[config.mk]
export PLATFORM = sky130hd
export DESIGN_NAME = mem_system_control_flat
export DESIGN_NICKNAME = d
export VERILOG_FILES = /design/src/mem_system_pkg.sv /design/src/cache_if.sv /design/src/mem_system_control.sv /design/src/flat_wrapper.sv
export SDC_FILE = /design/constraint.sdc
export NUM_CORES = 1
export LEC_CHECK = 0
export ABC_AREA = 1
export BUFFER_PORTS_ARGS = -buffer_cell sky130_fd_sc_hd__buf_2
export CORE_AREA = 4 4 70 72
export CTS_CLUSTER_SIZE = 40
export DETAILED_ROUTE_END_ITERATION = 16
export DIE_AREA = 0 0 74 76
export GPL_TIMING_DRIVEN = 0
export PLACE_DENSITY_LB_ADDON = 0.08
export SETUP_SLACK_MARGIN = 0.05
export SYNTH_ARGS = -nofsm -noshare
export SYNTH_HDL_FRONTEND = slang
export SYNTH_SLANG_ARGS = --single-unit
[constraint.sdc]
create_clock -name clk -period 1.86 [get_ports clk]
set_input_delay 0.093 -clock clk [delete_from_list [all_inputs] [get_ports clk]]
set_output_delay 0.093 -clock clk [all_outputs]
set_load 0.03 [all_outputs]
[src/mem_system_pkg.sv]
`default_nettype none

package mem_system_pkg;

  // Address fields as seen by the cache
  localparam int tag_w = 5;
  localparam int index_w = 8;
  localparam int offset_w = 3;

  // Cache geometry
  localparam int words_per_line = 4;
  localparam int num_lines = 2 ** index_w;
  localparam int word_sel_w = $clog2(words_per_line);
  localparam int cnt_w = word_sel_w + 1;

  // Main memory geometry and timing
  localparam int num_banks = 4;
  localparam int bank_w = $clog2(num_banks);
  localparam int row_w = 13;
  localparam int bank_depth = 2 ** row_w;
  localparam int bank_cycles = 4;
  localparam int busy_w = $clog2(bank_cycles + 1);
  localparam int mem_read_latency = 2;

  // One byte address, split for the cache or for the banks
  typedef union packed {
    struct packed {
      logic [tag_w-1:0]    tag;
      logic [index_w-1:0]  index;
      logic [offset_w-1:0] offset;
    } cache;
    struct packed {
      logic [row_w-1:0]  row;
      logic [bank_w-1:0] bank;
      logic              byte_sel;
    } mem;
  } mem_addr_u;

  typedef enum logic [2:0] {
    st_idle,
    st_compare,
    st_writeback,
    st_wb_drain,
    st_fill_req,
    st_fill_wait,
    st_final
  } ctl_state_e;

endpackage

`default_nettype wire
[src/cache_if.sv]
`default_nettype none

interface cache_if import mem_system_pkg::*; ();

  // Request side
  logic                enable;
  logic [tag_w-1:0]    tag_in;
  logic [index_w-1:0]  index;
  logic [offset_w-1:0] offset;
  logic [15:0]         data_in;
  logic                comp;
  logic                write;

  // Response side
  logic [tag_w-1:0]    tag_out;
  logic [15:0]         data_out;
  logic                hit;
  logic                dirty;
  logic                valid;

  modport ctrl (
    output enable, tag_in, index, offset, data_in, comp, write,
    input  tag_out, data_out, hit, dirty, valid
  );

  modport array (
    input  enable, tag_in, index, offset, data_in, comp, write,
    output tag_out, data_out, hit, dirty, valid
  );

endinterface

`default_nettype wire

[src/mem_system_control.sv]
`default_nettype none

module mem_system_control import mem_system_pkg::*; (
  input wire            clk,
  input wire            reset,
  input wire mem_addr_u req_addr,
  input wire [15:0]     req_data,
  input wire            rd,
  input wire            wr,
  cache_if.ctrl         cif,
  output mem_addr_u     mem_addr,
  output logic [15:0]   mem_data_in,
  output logic          mem_rd,
  output logic          mem_wr,
  input wire [15:0]     mem_data_out,
  input wire            mem_stall,
  output logic          done,
  output logic          stall,
  output logic          cache_hit,
  output logic          ctl_err
);

  ctl_state_e                  state;
  logic [cnt_w-1:0]            cnt;
  logic [cnt_w-1:0]            got_cnt;
  logic                        is_wr;
  logic                        req;
  logic                        req_ok;
  logic                        last_word;
  logic                        issue;
  logic [mem_read_latency-1:0] pend_vld;
  logic [word_sel_w-1:0]       pend_word [mem_read_latency];
  logic                        fill_vld;
  logic [word_sel_w-1:0]       fill_word;
  logic [word_sel_w-1:0]       cur_word;

  assign req     = rd | wr;
  assign ctl_err = (rd & wr) | (req & req_addr.cache.offset[0]);
  assign req_ok  = req & ~ctl_err & (state == st_idle);

  assign cur_word  = cnt[word_sel_w-1:0];
  assign last_word = (cur_word == word_sel_w'(words_per_line - 1));
  assign issue     = mem_rd & ~mem_stall;
  assign fill_vld  = pend_vld[mem_read_latency-1];
  assign fill_word = pend_word[mem_read_latency-1];

  assign stall     = (state != st_idle);
  assign cache_hit = req_ok & cif.hit;
  assign done      = cache_hit | (state == st_final);

  // Write-back data comes straight from the victim line
  assign mem_data_in = cif.data_out;

  // Victim address during write-back, otherwise the requested line
  always_comb begin
    if (state == st_writeback) begin
      mem_addr = {cif.tag_out, req_addr.cache.index, cur_word, 1'b0};
    end else begin
      mem_addr = {req_addr.cache.tag, req_addr.cache.index, cur_word, 1'b0};
    end
  end

  // Cache request and memory strobes
  always_comb begin
    cif.enable  = 1'b0;
    cif.tag_in  = req_addr.cache.tag;
    cif.index   = req_addr.cache.index;
    cif.offset  = req_addr.cache.offset;
    cif.data_in = req_data;
    cif.comp    = 1'b0;
    cif.write   = 1'b0;
    mem_rd      = 1'b0;
    mem_wr      = 1'b0;
    case (state)
      st_idle: begin
        cif.enable = req_ok;
        cif.comp   = 1'b1;
        cif.write  = req_ok & wr;
      end
      st_compare: begin
        cif.enable = 1'b1;
      end
      st_writeback: begin
        cif.enable = 1'b1;
        cif.offset = {cur_word, 1'b0};
        mem_wr     = 1'b1;
      end
      st_fill_req: begin
        mem_rd = 1'b1;
      end
      st_final: begin
        cif.enable = 1'b1;
        cif.comp   = 1'b1;
        cif.write  = is_wr;
      end
      default: begin
      end
    endcase
    // Returning fill word
    if (fill_vld) begin
      cif.enable  = 1'b1;
      cif.offset  = {fill_word, 1'b0};
      cif.data_in = mem_data_out;
      cif.comp    = 1'b0;
      cif.write   = 1'b1;
    end
  end

  always_ff @(posedge clk) begin
    if (reset) begin
      state    <= st_idle;
      cnt      <= '0;
      got_cnt  <= '0;
      is_wr    <= 1'b0;
      pend_vld <= '0;
    end else begin
      pend_vld <= {pend_vld[mem_read_latency-2:0], issue};
      if (fill_vld) begin
        got_cnt <= got_cnt + 1'b1;
      end
      case (state)
        st_idle: begin
          cnt     <= '0;
          got_cnt <= '0;
          if (req_ok && !cif.hit) begin
            is_wr <= wr;
            state <= st_compare;
          end
        end
        st_compare: begin
          state <= (cif.valid && cif.dirty) ? st_writeback : st_fill_req;
        end
        st_writeback: begin
          if (!mem_stall) begin
            cnt <= cnt + 1'b1;
            if (last_word) begin
              cnt   <= '0;
              state <= st_wb_drain;
            end
          end
        end
        // Let every bank go idle before the fill starts
        st_wb_drain: begin
          cnt <= cnt + 1'b1;
          if (cnt == cnt_w'(bank_cycles - 1)) begin
            cnt   <= '0;
            state <= st_fill_req;
          end
        end
        st_fill_req: begin
          if (!mem_stall) begin
            cnt <= cnt + 1'b1;
            if (last_word) begin
              state <= st_fill_wait;
            end
          end
        end
        st_fill_wait: begin
          if (got_cnt == cnt_w'(words_per_line)) begin
            state <= st_final;
          end
        end
        st_final: begin
          state <= st_idle;
        end
        default: begin
          state <= st_idle;
        end
      endcase
    end
  end

  // Tracks which word each read in flight belongs to
  always_ff @(posedge clk) begin
    pend_word[0] <= cur_word;
    for (int i = 1; i < mem_read_latency; i++) begin
      pend_word[i] <= pend_word[i-1];
    end
  end

  a_rd_wr_excl: assert property (
    @(posedge clk) disable iff (reset)
    !(mem_rd && mem_wr)
  );

  // After a fill the replayed access must find its line
  a_final_hits: assert property (
    @(posedge clk) disable iff (reset)
    (state == st_final) |-> cif.hit
  );

endmodule

`default_nettype wire

[src/flat_wrapper.sv]
// flat-port wrapper written by rule: the top's interface ports become plain ports
module mem_system_control_flat import mem_system_pkg::*;
  (clk, reset, req_addr, req_data, rd, wr, mem_addr, mem_data_in, mem_rd, mem_wr, mem_data_out, mem_stall, done, stall, cache_hit, ctl_err, cif_enable, cif_tag_in, cif_index, cif_offset, cif_data_in, cif_comp, cif_write, cif_tag_out, cif_data_out, cif_hit, cif_dirty, cif_valid);
  cache_if cif_i ();
  input wire clk;
  input wire reset;
  input wire mem_addr_u req_addr;
  input wire [15:0] req_data;
  input wire rd;
  input wire wr;
  output mem_addr_u mem_addr;
  output logic [15:0] mem_data_in;
  output logic mem_rd;
  output logic mem_wr;
  input wire [15:0] mem_data_out;
  input wire mem_stall;
  output logic done;
  output logic stall;
  output logic cache_hit;
  output logic ctl_err;
  output wire logic [$bits(cif_i.enable)-1:0] cif_enable;
  output wire logic [$bits(cif_i.tag_in)-1:0] cif_tag_in;
  output wire logic [$bits(cif_i.index)-1:0] cif_index;
  output wire logic [$bits(cif_i.offset)-1:0] cif_offset;
  output wire logic [$bits(cif_i.data_in)-1:0] cif_data_in;
  output wire logic [$bits(cif_i.comp)-1:0] cif_comp;
  output wire logic [$bits(cif_i.write)-1:0] cif_write;
  input wire logic [$bits(cif_i.tag_out)-1:0] cif_tag_out;
  input wire logic [$bits(cif_i.data_out)-1:0] cif_data_out;
  input wire logic [$bits(cif_i.hit)-1:0] cif_hit;
  input wire logic [$bits(cif_i.dirty)-1:0] cif_dirty;
  input wire logic [$bits(cif_i.valid)-1:0] cif_valid;
  assign cif_enable = cif_i.enable;
  assign cif_tag_in = cif_i.tag_in;
  assign cif_index = cif_i.index;
  assign cif_offset = cif_i.offset;
  assign cif_data_in = cif_i.data_in;
  assign cif_comp = cif_i.comp;
  assign cif_write = cif_i.write;
  assign cif_i.tag_out = cif_tag_out;
  assign cif_i.data_out = cif_data_out;
  assign cif_i.hit = cif_hit;
  assign cif_i.dirty = cif_dirty;
  assign cif_i.valid = cif_valid;
  mem_system_control u_core (.clk(clk), .reset(reset), .req_addr(req_addr), .req_data(req_data), .rd(rd), .wr(wr), .cif(cif_i), .mem_addr(mem_addr), .mem_data_in(mem_data_in), .mem_rd(mem_rd), .mem_wr(mem_wr), .mem_data_out(mem_data_out), .mem_stall(mem_stall), .done(done), .stall(stall), .cache_hit(cache_hit), .ctl_err(ctl_err));
endmodule
==> results of run 1 <==
==> power breakdown <==
part	switching [mW]	internal (mW)	leakage (nW)
sequential	0.0349	0.397	0.130
combinational	0.944	0.475	1.21
clock	0.128	0.188	0.0288
==> through the flow <==
step | area (um^2) | hold WS [ns] | util, % | cells | power [mW]
finish | 2280 | 0.0454 | 53.2 | 425 | 2.17
global route | 2280 | 0.0663 | 53.2 | 425 | 2.31
CTS | 2280 | 0.0464 | 53.2 | 425 | 2.19
detailed placement | 2230 | 0.315 | 51.9 | 421 | 1.87
global placement | 2230 | 0.311 | 51.9 | 421 | 1.86
floorplan | 1540 | 0.162 | - | 245 | 1.51
==> what timing repair did <==
action / in CTS / in global routing
resized for setup: 0 / 2
hold buffers: 0 / 0
setup endpoints to repair: 0 / 1
==> placed cells by master (no fill, tap or decap), drive strengths merged <==
master   Yosys  routed
inv         22      22
o21bai       1       1
clkbuf       4       8
nand4        4       4
conb         1       1
nor2        20      20
ha           5       5
o21ai        6       6
clkinv       1       1
buf         42     166
a21oi       16      16
nand2       94      94
or2          2       2
nand3        8       8
o2111ai      1       1
dfxtp       16      16
o221ai       1       1
nor3         1       1
==> state kept, by name, summed over array words and instances, names as in the netlist <==
signal,flops
u_core.pend_word,4
u_core.cnt,3
u_core.got_cnt,3
u_core.state,3
u_core.pend_vld,2
u_core.is_wr,1
==> worst max-delay path: cells and delay by family, from the launching register on <==
family / cells / cell delay (ns)
AOI/OAI and AO/OA: 1 / 0.17
buffers and inverters: 4 / 0.57
DFF: 1 / 0.31
and+or+nand+nor: 2 / 0.29
==> worst max path at each step <==
stage / start / depth (start not counted) / slack [ns] / endpoint
6_report: u_core.state[2] / 7 / 0.18 / cif_write
4_1_cts: u_core.state[2] / 7 / 0.18 / cif_write
3_5_place_dp: u_core.cnt[0] / 9 / 0.34 / u_core.state[2]
5_1_grt: u_core.pend_vld[1] / 4 / 0.06 / cif_write
3_3_place_gp: u_core.cnt[0] / 9 / 0.34 / u_core.state[1]
2_1_floorplan: u_core.state[2] / 6 / 0.25 / cif_write
==> logic make-up (layout without fill, tap and decap cells) <==
logic type,count (synthesis),after routing
other,1,1
AO/OA/AOI/OAI,25,25
buffers and inverters,69,197
adder cells (fa/ha/maj),5,5
flip-flops,16,16
AND/OR/NAND/NOR,129,129
==> layer usage <==
metal	global-route usage [%]	vias to the layer above	wire [um]
met4	5.43	0	66
met2	26.5	103	2110
met5	0	-	0
met1	17.6	734	1740
met3	1.85	5	571
li1	-	980	-
==> cell type report <==
| cell class | instances | area [um^2] |
|---|---|---|
| inverter | 23 | 96.3 |
| multi-input combinational | 160 | 788 |
| tap | 52 | 65.1 |
| clock buffer | 4 | 55.1 |
| buffer | 46 | 339 |
| fill | 453 | 2010 |
| sequential | 16 | 320 |
| timing repair buffer | 124 | 621 |
==> reports/qor.csv, run 1 <==
stage,metric,value,unit
finish,area delta synth->final,48.1,%
worst_setup_path,type of origin of the critical path,register,
place,Final HPWL DP,3860,um
worst_setup_path,CP Data Required Time,1.77,ns
clock_tree,CTS tree,yes,
worst_hold_path,Hold EP,u_core.cnt[1],
sta,Final Skew,0.00391,ns
sta,setup_tns,0,ns
worst_hold_path,WHS Path Cells,2,
synth,sequential fraction of the synthesis area,20.8,%
sta,f_max,597,MHz
die,die area,5620,um^2
synth,main combinational cell family by area after synthesis,simple AND/OR/NAND/NOR gates,
synth,post-synthesis adder-cell area fraction,4.06,%
synth,top-count cell post-synth,nand2_1,
die,Top Ports,150,
worst_setup_path,CP endpoint kind,output pin,
synth,Post-synth ARST share,0,%
global_route,largest net degree at the start of global routing,11,
die,chip height,76,um
worst_setup_path,flop2flop setup slack,0.34,ns
worst_setup_path,reg2reg path depth,9,
route,initial drt markers,48,
finish,antenna cells,0,
worst_setup_path,CP max FO,8,
global_route,vias in the first global route,1592,
clock_tree,Post-CTS Setup Bufs,0,
route,DR vias,1822,
clock_tree,Worst-path clk slew,0.07,ns
clock_tree,CTS H-Tree Depth,1,
route,WL/cell,10.6,um
sta,Tmin final,1.68,ns
die,initial core utilization,35.9,%
power_and_ir_drop,Power Density,949,nW/um^2
synth,syn_nets,327,
finish,share of cells above drive strength 1,51.7,%
sta,Finish-stage setup viols,0,
clock_tree,clk buf depth,2,
synth,Synth Warn #,0,
place,pre-CTS setup slack,0.336,ns
synth,post-synthesis compound-gate area fraction,9.49,%
status,outcome,"complete, no violations",
route,Post-route DRC,0,
synth,Post-synth EDFFs,0,
synth,Netlist cell types,29,
worst_setup_path,CP max stage delay,0.31,ns
power_and_ir_drop,Peak VDD IR,332,uV
global_route,grt ovf,0,
power_and_ir_drop,static leakage,1.37,nW
sta,final period utilization,90.1,%
global_route,initial antenna violation count,0,
worst_hold_path,Min-Delay Path Class,in2reg,
route,final wirelength,4490,um
synth,cell count after synthesis,245,
sta,Final Hold Vio Count,0,
synth,leading cell types by count after synthesis,"nand2_1 (90), buf_4 (40), inv_1 (18)",
place,Port Buffers,124,
worst_setup_path,critical-path cell list,buf_6 -> inv_4 -> nand3_2 -> nor2_1 -> inv_1 -> o221ai_1 -> buf_2,
finish,"Net count, final",456,
sta,RSZ-0062 raised after global routing,false,
route,antenna-violating nets left,0,
synth,post-synthesis simple-gate area fraction,37.3,%
worst_hold_path,Hold Startpoint,reset,
synth,Syn Std Cell Area,1540,um^2
clock_tree,Worst-Skew Late Latency,0.26,ns
global_route,GRT Util Overall,14.9,%
synth,"Avg Cell Area, Syn",6.30,um^2
place,gpl congestion,0.747,
synth,"area leader, netlist",nand2_1,
clock_tree,CTS Sinks,16,
route,drt first pass iters,4,
synth,predominant post-synthesis flop cell,dfxtp_1,
synth,number of synthesized register bits,16,
die,Die Span X,74,um
route,drt via density,4.29,
global_route,first-pass GRT wire length,6840,um
synth,Synth top area share,21.9,%
die,Row Count,24,
sta,Setup WS post-layout,0.185,ns
die,Core Footprint,4290,um^2
clock_tree,TritonCTS Buffers,3,
run,max-cap viol count,0,
worst_setup_path,CP Class,reg2out,
worst_setup_path,Worst path slowest cell,dfxtp_1,
worst_setup_path,Worst EP arrival,1.58,ns
synth,Synth Area in XOR/XNOR,0,%
worst_setup_path,RR Startpoint,u_core.cnt[0],
synth,post-synthesis mux area share,0,%
sta,Max Slew Vio Count,0,
synth,largest cells by area after synthesis,"nand2_1 (22%), dfxtp_1 (21%), buf_4 (19%)",
worst_setup_path,RR Endpoint,u_core.state[1],
clock_tree,Root Driver,clkbuf_8,
Note: power is estimated with default switching activity, not from simulation.
==> run 2: changes to the inputs <==
- CORE_AREA: 4 4 70 72 -> 4 4 69 71
- CTS_BUF_LIST: default -> sky130_fd_sc_hd__clkbuf_8
- DIE_AREA: 0 0 74 76 -> 0 0 73 75
==> run 2 against run 1 <==
Routed wire length decreased by 0.89%. Cell count unchanged. Non-clock buffer count unchanged. Sequential power about the same. Combinational power about the same. Total power decreased by 1.1%. Global-route usage increased by 0.36 points. Register-to-register slack got worse by 0.03 ns. Sequential cell count unchanged. Critical path depth unchanged. Critical endpoint unchanged.
==> reports/qor.csv, run 2 (synthesis gave the netlist of run 1 again) <==
stage,metric,value,unit,change
route,initial drt markers,36,,-25%
worst_setup_path,CP endpoint kind,output pin,,
sta,setup_tns,0,ns,unchanged
status,outcome,"complete, no violations",,
route,WL/cell,10.5,um,-0.89%
global_route,grt ovf,0,,unchanged
clock_tree,Worst-path clk slew,0.07,ns,about the same
route,met3 wire length,539,um,-5.6%
route,DR vias,1820,,-0.11%
route,final wirelength,4450,um,-0.89%
route,Met2 Wirelength,2200,um,+4.3%
worst_setup_path,CP Class,reg2out,,
clock_tree,TritonCTS Buffers,3,,unchanged
die,Row Count,24,,unchanged
worst_setup_path,Worst EP arrival,1.56,ns,-0.02 ns
global_route,first-pass GRT wire length,6800,um,-0.60%
finish,most frequent cells in the layout,"buf_2 (124), nand2_1 (90), buf_4 (40), inv_1 (18)",,
die,Top Ports,150,,unchanged
power_and_ir_drop,Peak VDD IR,321,uV,-3.2%
finish,"Net count, final",456,,unchanged
route,drt via density,4.28,,-0.11%
finish,max FFs per register,4,,unchanged
worst_hold_path,Min-Delay Path Class,in2reg,,
worst_setup_path,CP max FO,8,,unchanged
sta,Final Skew,0.00575,ns,+0.00184 ns
clock_tree,clk buf depth,2,,unchanged
finish,"most common cell after layout, fill and taps aside",buf_2,,
clock_tree,hold_buf cts,0,,unchanged
power_and_ir_drop,static leakage,1.37,nW,-0.18%
sta,Finish-stage setup viols,0,,unchanged
die,initial core utilization,36.4,%,+0.51 points
finish,antenna cells,0,,unchanged
worst_setup_path,Worst path slowest cell,dfxtp_1,,
route,antenna-violating nets left,0,,unchanged
global_route,initial antenna violation count,0,,unchanged
sta,f_max,603,MHz,+1.1%
die,Core Footprint,4230,um^2,-1.4%
worst_setup_path,CP max stage delay,0.31,ns,about the same
finish,share of cells above drive strength 1,51.5,%,-0.27 points
place,placed insts,421,,unchanged
sta,Max Slew Vio Count,0,,unchanged
power_and_ir_drop,Power Density,939,nW/um^2,-1.0%
route,DRT met1 WL,1700,um,-2.6%
clock_tree,Root Driver,clkbuf_8,,
place,gpl congestion,0.817,,+9.3%
finish,area delta synth->final,48.0,%,about the same
route,DR top layer,met4,,
worst_setup_path,type of origin of the critical path,register,,
global_route,GRT Util Overall,15.2,%,+0.36 points
clock_tree,CTS tree,yes,,
die,die area,5480,um^2,-2.6%
global_route,vias in the first global route,1626,,+2.1%
sta,Final Hold Vio Count,0,,unchanged
place,Port Buffers,124,,unchanged
sta,worst hold margin,0.0569,ns,+0.0114 ns
worst_setup_path,critical-path cell list,buf_6 -> inv_4 -> nand3_2 -> nor2_1 -> inv_1 -> o221ai_1 -> buf_2,,
finish,largest reg by FF count,u_core.pend_word,,
clock_tree,Worst-Skew Late Latency,0.25,ns,about the same
finish,Post-Layout Cell Count,425,,unchanged
worst_setup_path,CP Data Required Time,1.77,ns,about the same
sta,Tmin final,1.66,ns,-0.0179 ns
route,drt first pass iters,4,,unchanged
die,chip height,75,um,-1.3%
sta,final period utilization,89.1,%,-0.96 points
global_route,largest net degree at the start of global routing,11,,unchanged
clock_tree,CTS H-Tree Depth,1,,unchanged
run,max-cap viol count,0,,unchanged
finish,"Core Util, Final",53.9,%,+0.73 points
clock_tree,CTS Sinks,16,,unchanged
die,Die Span X,73,um,-1.4%
route,Post-route DRC,0,,unchanged
place,Final HPWL DP,3860,um,about the same
sta,RSZ-0062 raised after global routing,false,,
## run 2: cell types whose count changed in the layout (fill, tap and decap cells not counted), sizes merged
cell	delta
buf	+1
clkbuf	-1
## run 2: power by group
group | total (mW) | internal (mW) | leakage (nW) | switching [mW]
Combinational | 1.41 | 0.475 | 1.21 | 0.935
Clock | 0.303 | 0.187 | 0.0288 | 0.116
Sequential | 0.432 | 0.397 | 0.130 | 0.0348
## run 2: worst paths after layout
path	endpoint	start	cells past startpoint	slack, ns
min reg2reg	u_core.pend_word[0][3]	u_core.pend_word[0][1]	0	0.33
min	u_core.pend_vld[0]	mem_stall	2	0.06
max reg2reg	u_core.state[1]	u_core.cnt[0]	9	0.31
max	cif_write	u_core.state[2]	7	0.20
## run 2: routing by layer
metal,vias to the layer above,track usage (%)
met1,745,17.9
li1,976,-
met3,2,3.47
met4,0,3.28
met2,97,28.1
met5,-,0
## run 2: cell type report
type                       instances  area (um^2)
sequential                        16          320
tap                               52         65.1
multi-input combinational        160          788
clock buffer                       4         55.1
fill                             466         1950
timing repair buffer             124          621
inverter                          23         96.3
buffer                            46          338
## run 2: what timing repair did
item,4_1_cts,5_1_grt
gates resized for setup,0,1
endpoints found under the setup margin,0,1
buffers inserted,0,0
## run 2: through the flow
stage	power (mW)	worst slack, ns	instance area [um^2]
after CTS	2.17	0.186	2280
after global routing	2.32	0.0501	2280
after global placement	1.85	0.337	2230
final	2.14	0.203	2280
after detailed placement	1.86	0.319	2230
after floorplan	1.51	0.249	1540
## run 2: critical path: cells and delay by family, from the launching register on
| kind | cells | cell delay (ns) |
|---|---|---|
| buf+inv | 4 | 0.54 |
| compound gates | 1 | 0.16 |
| flops | 1 | 0.31 |
| simple gates | 2 | 0.30 |
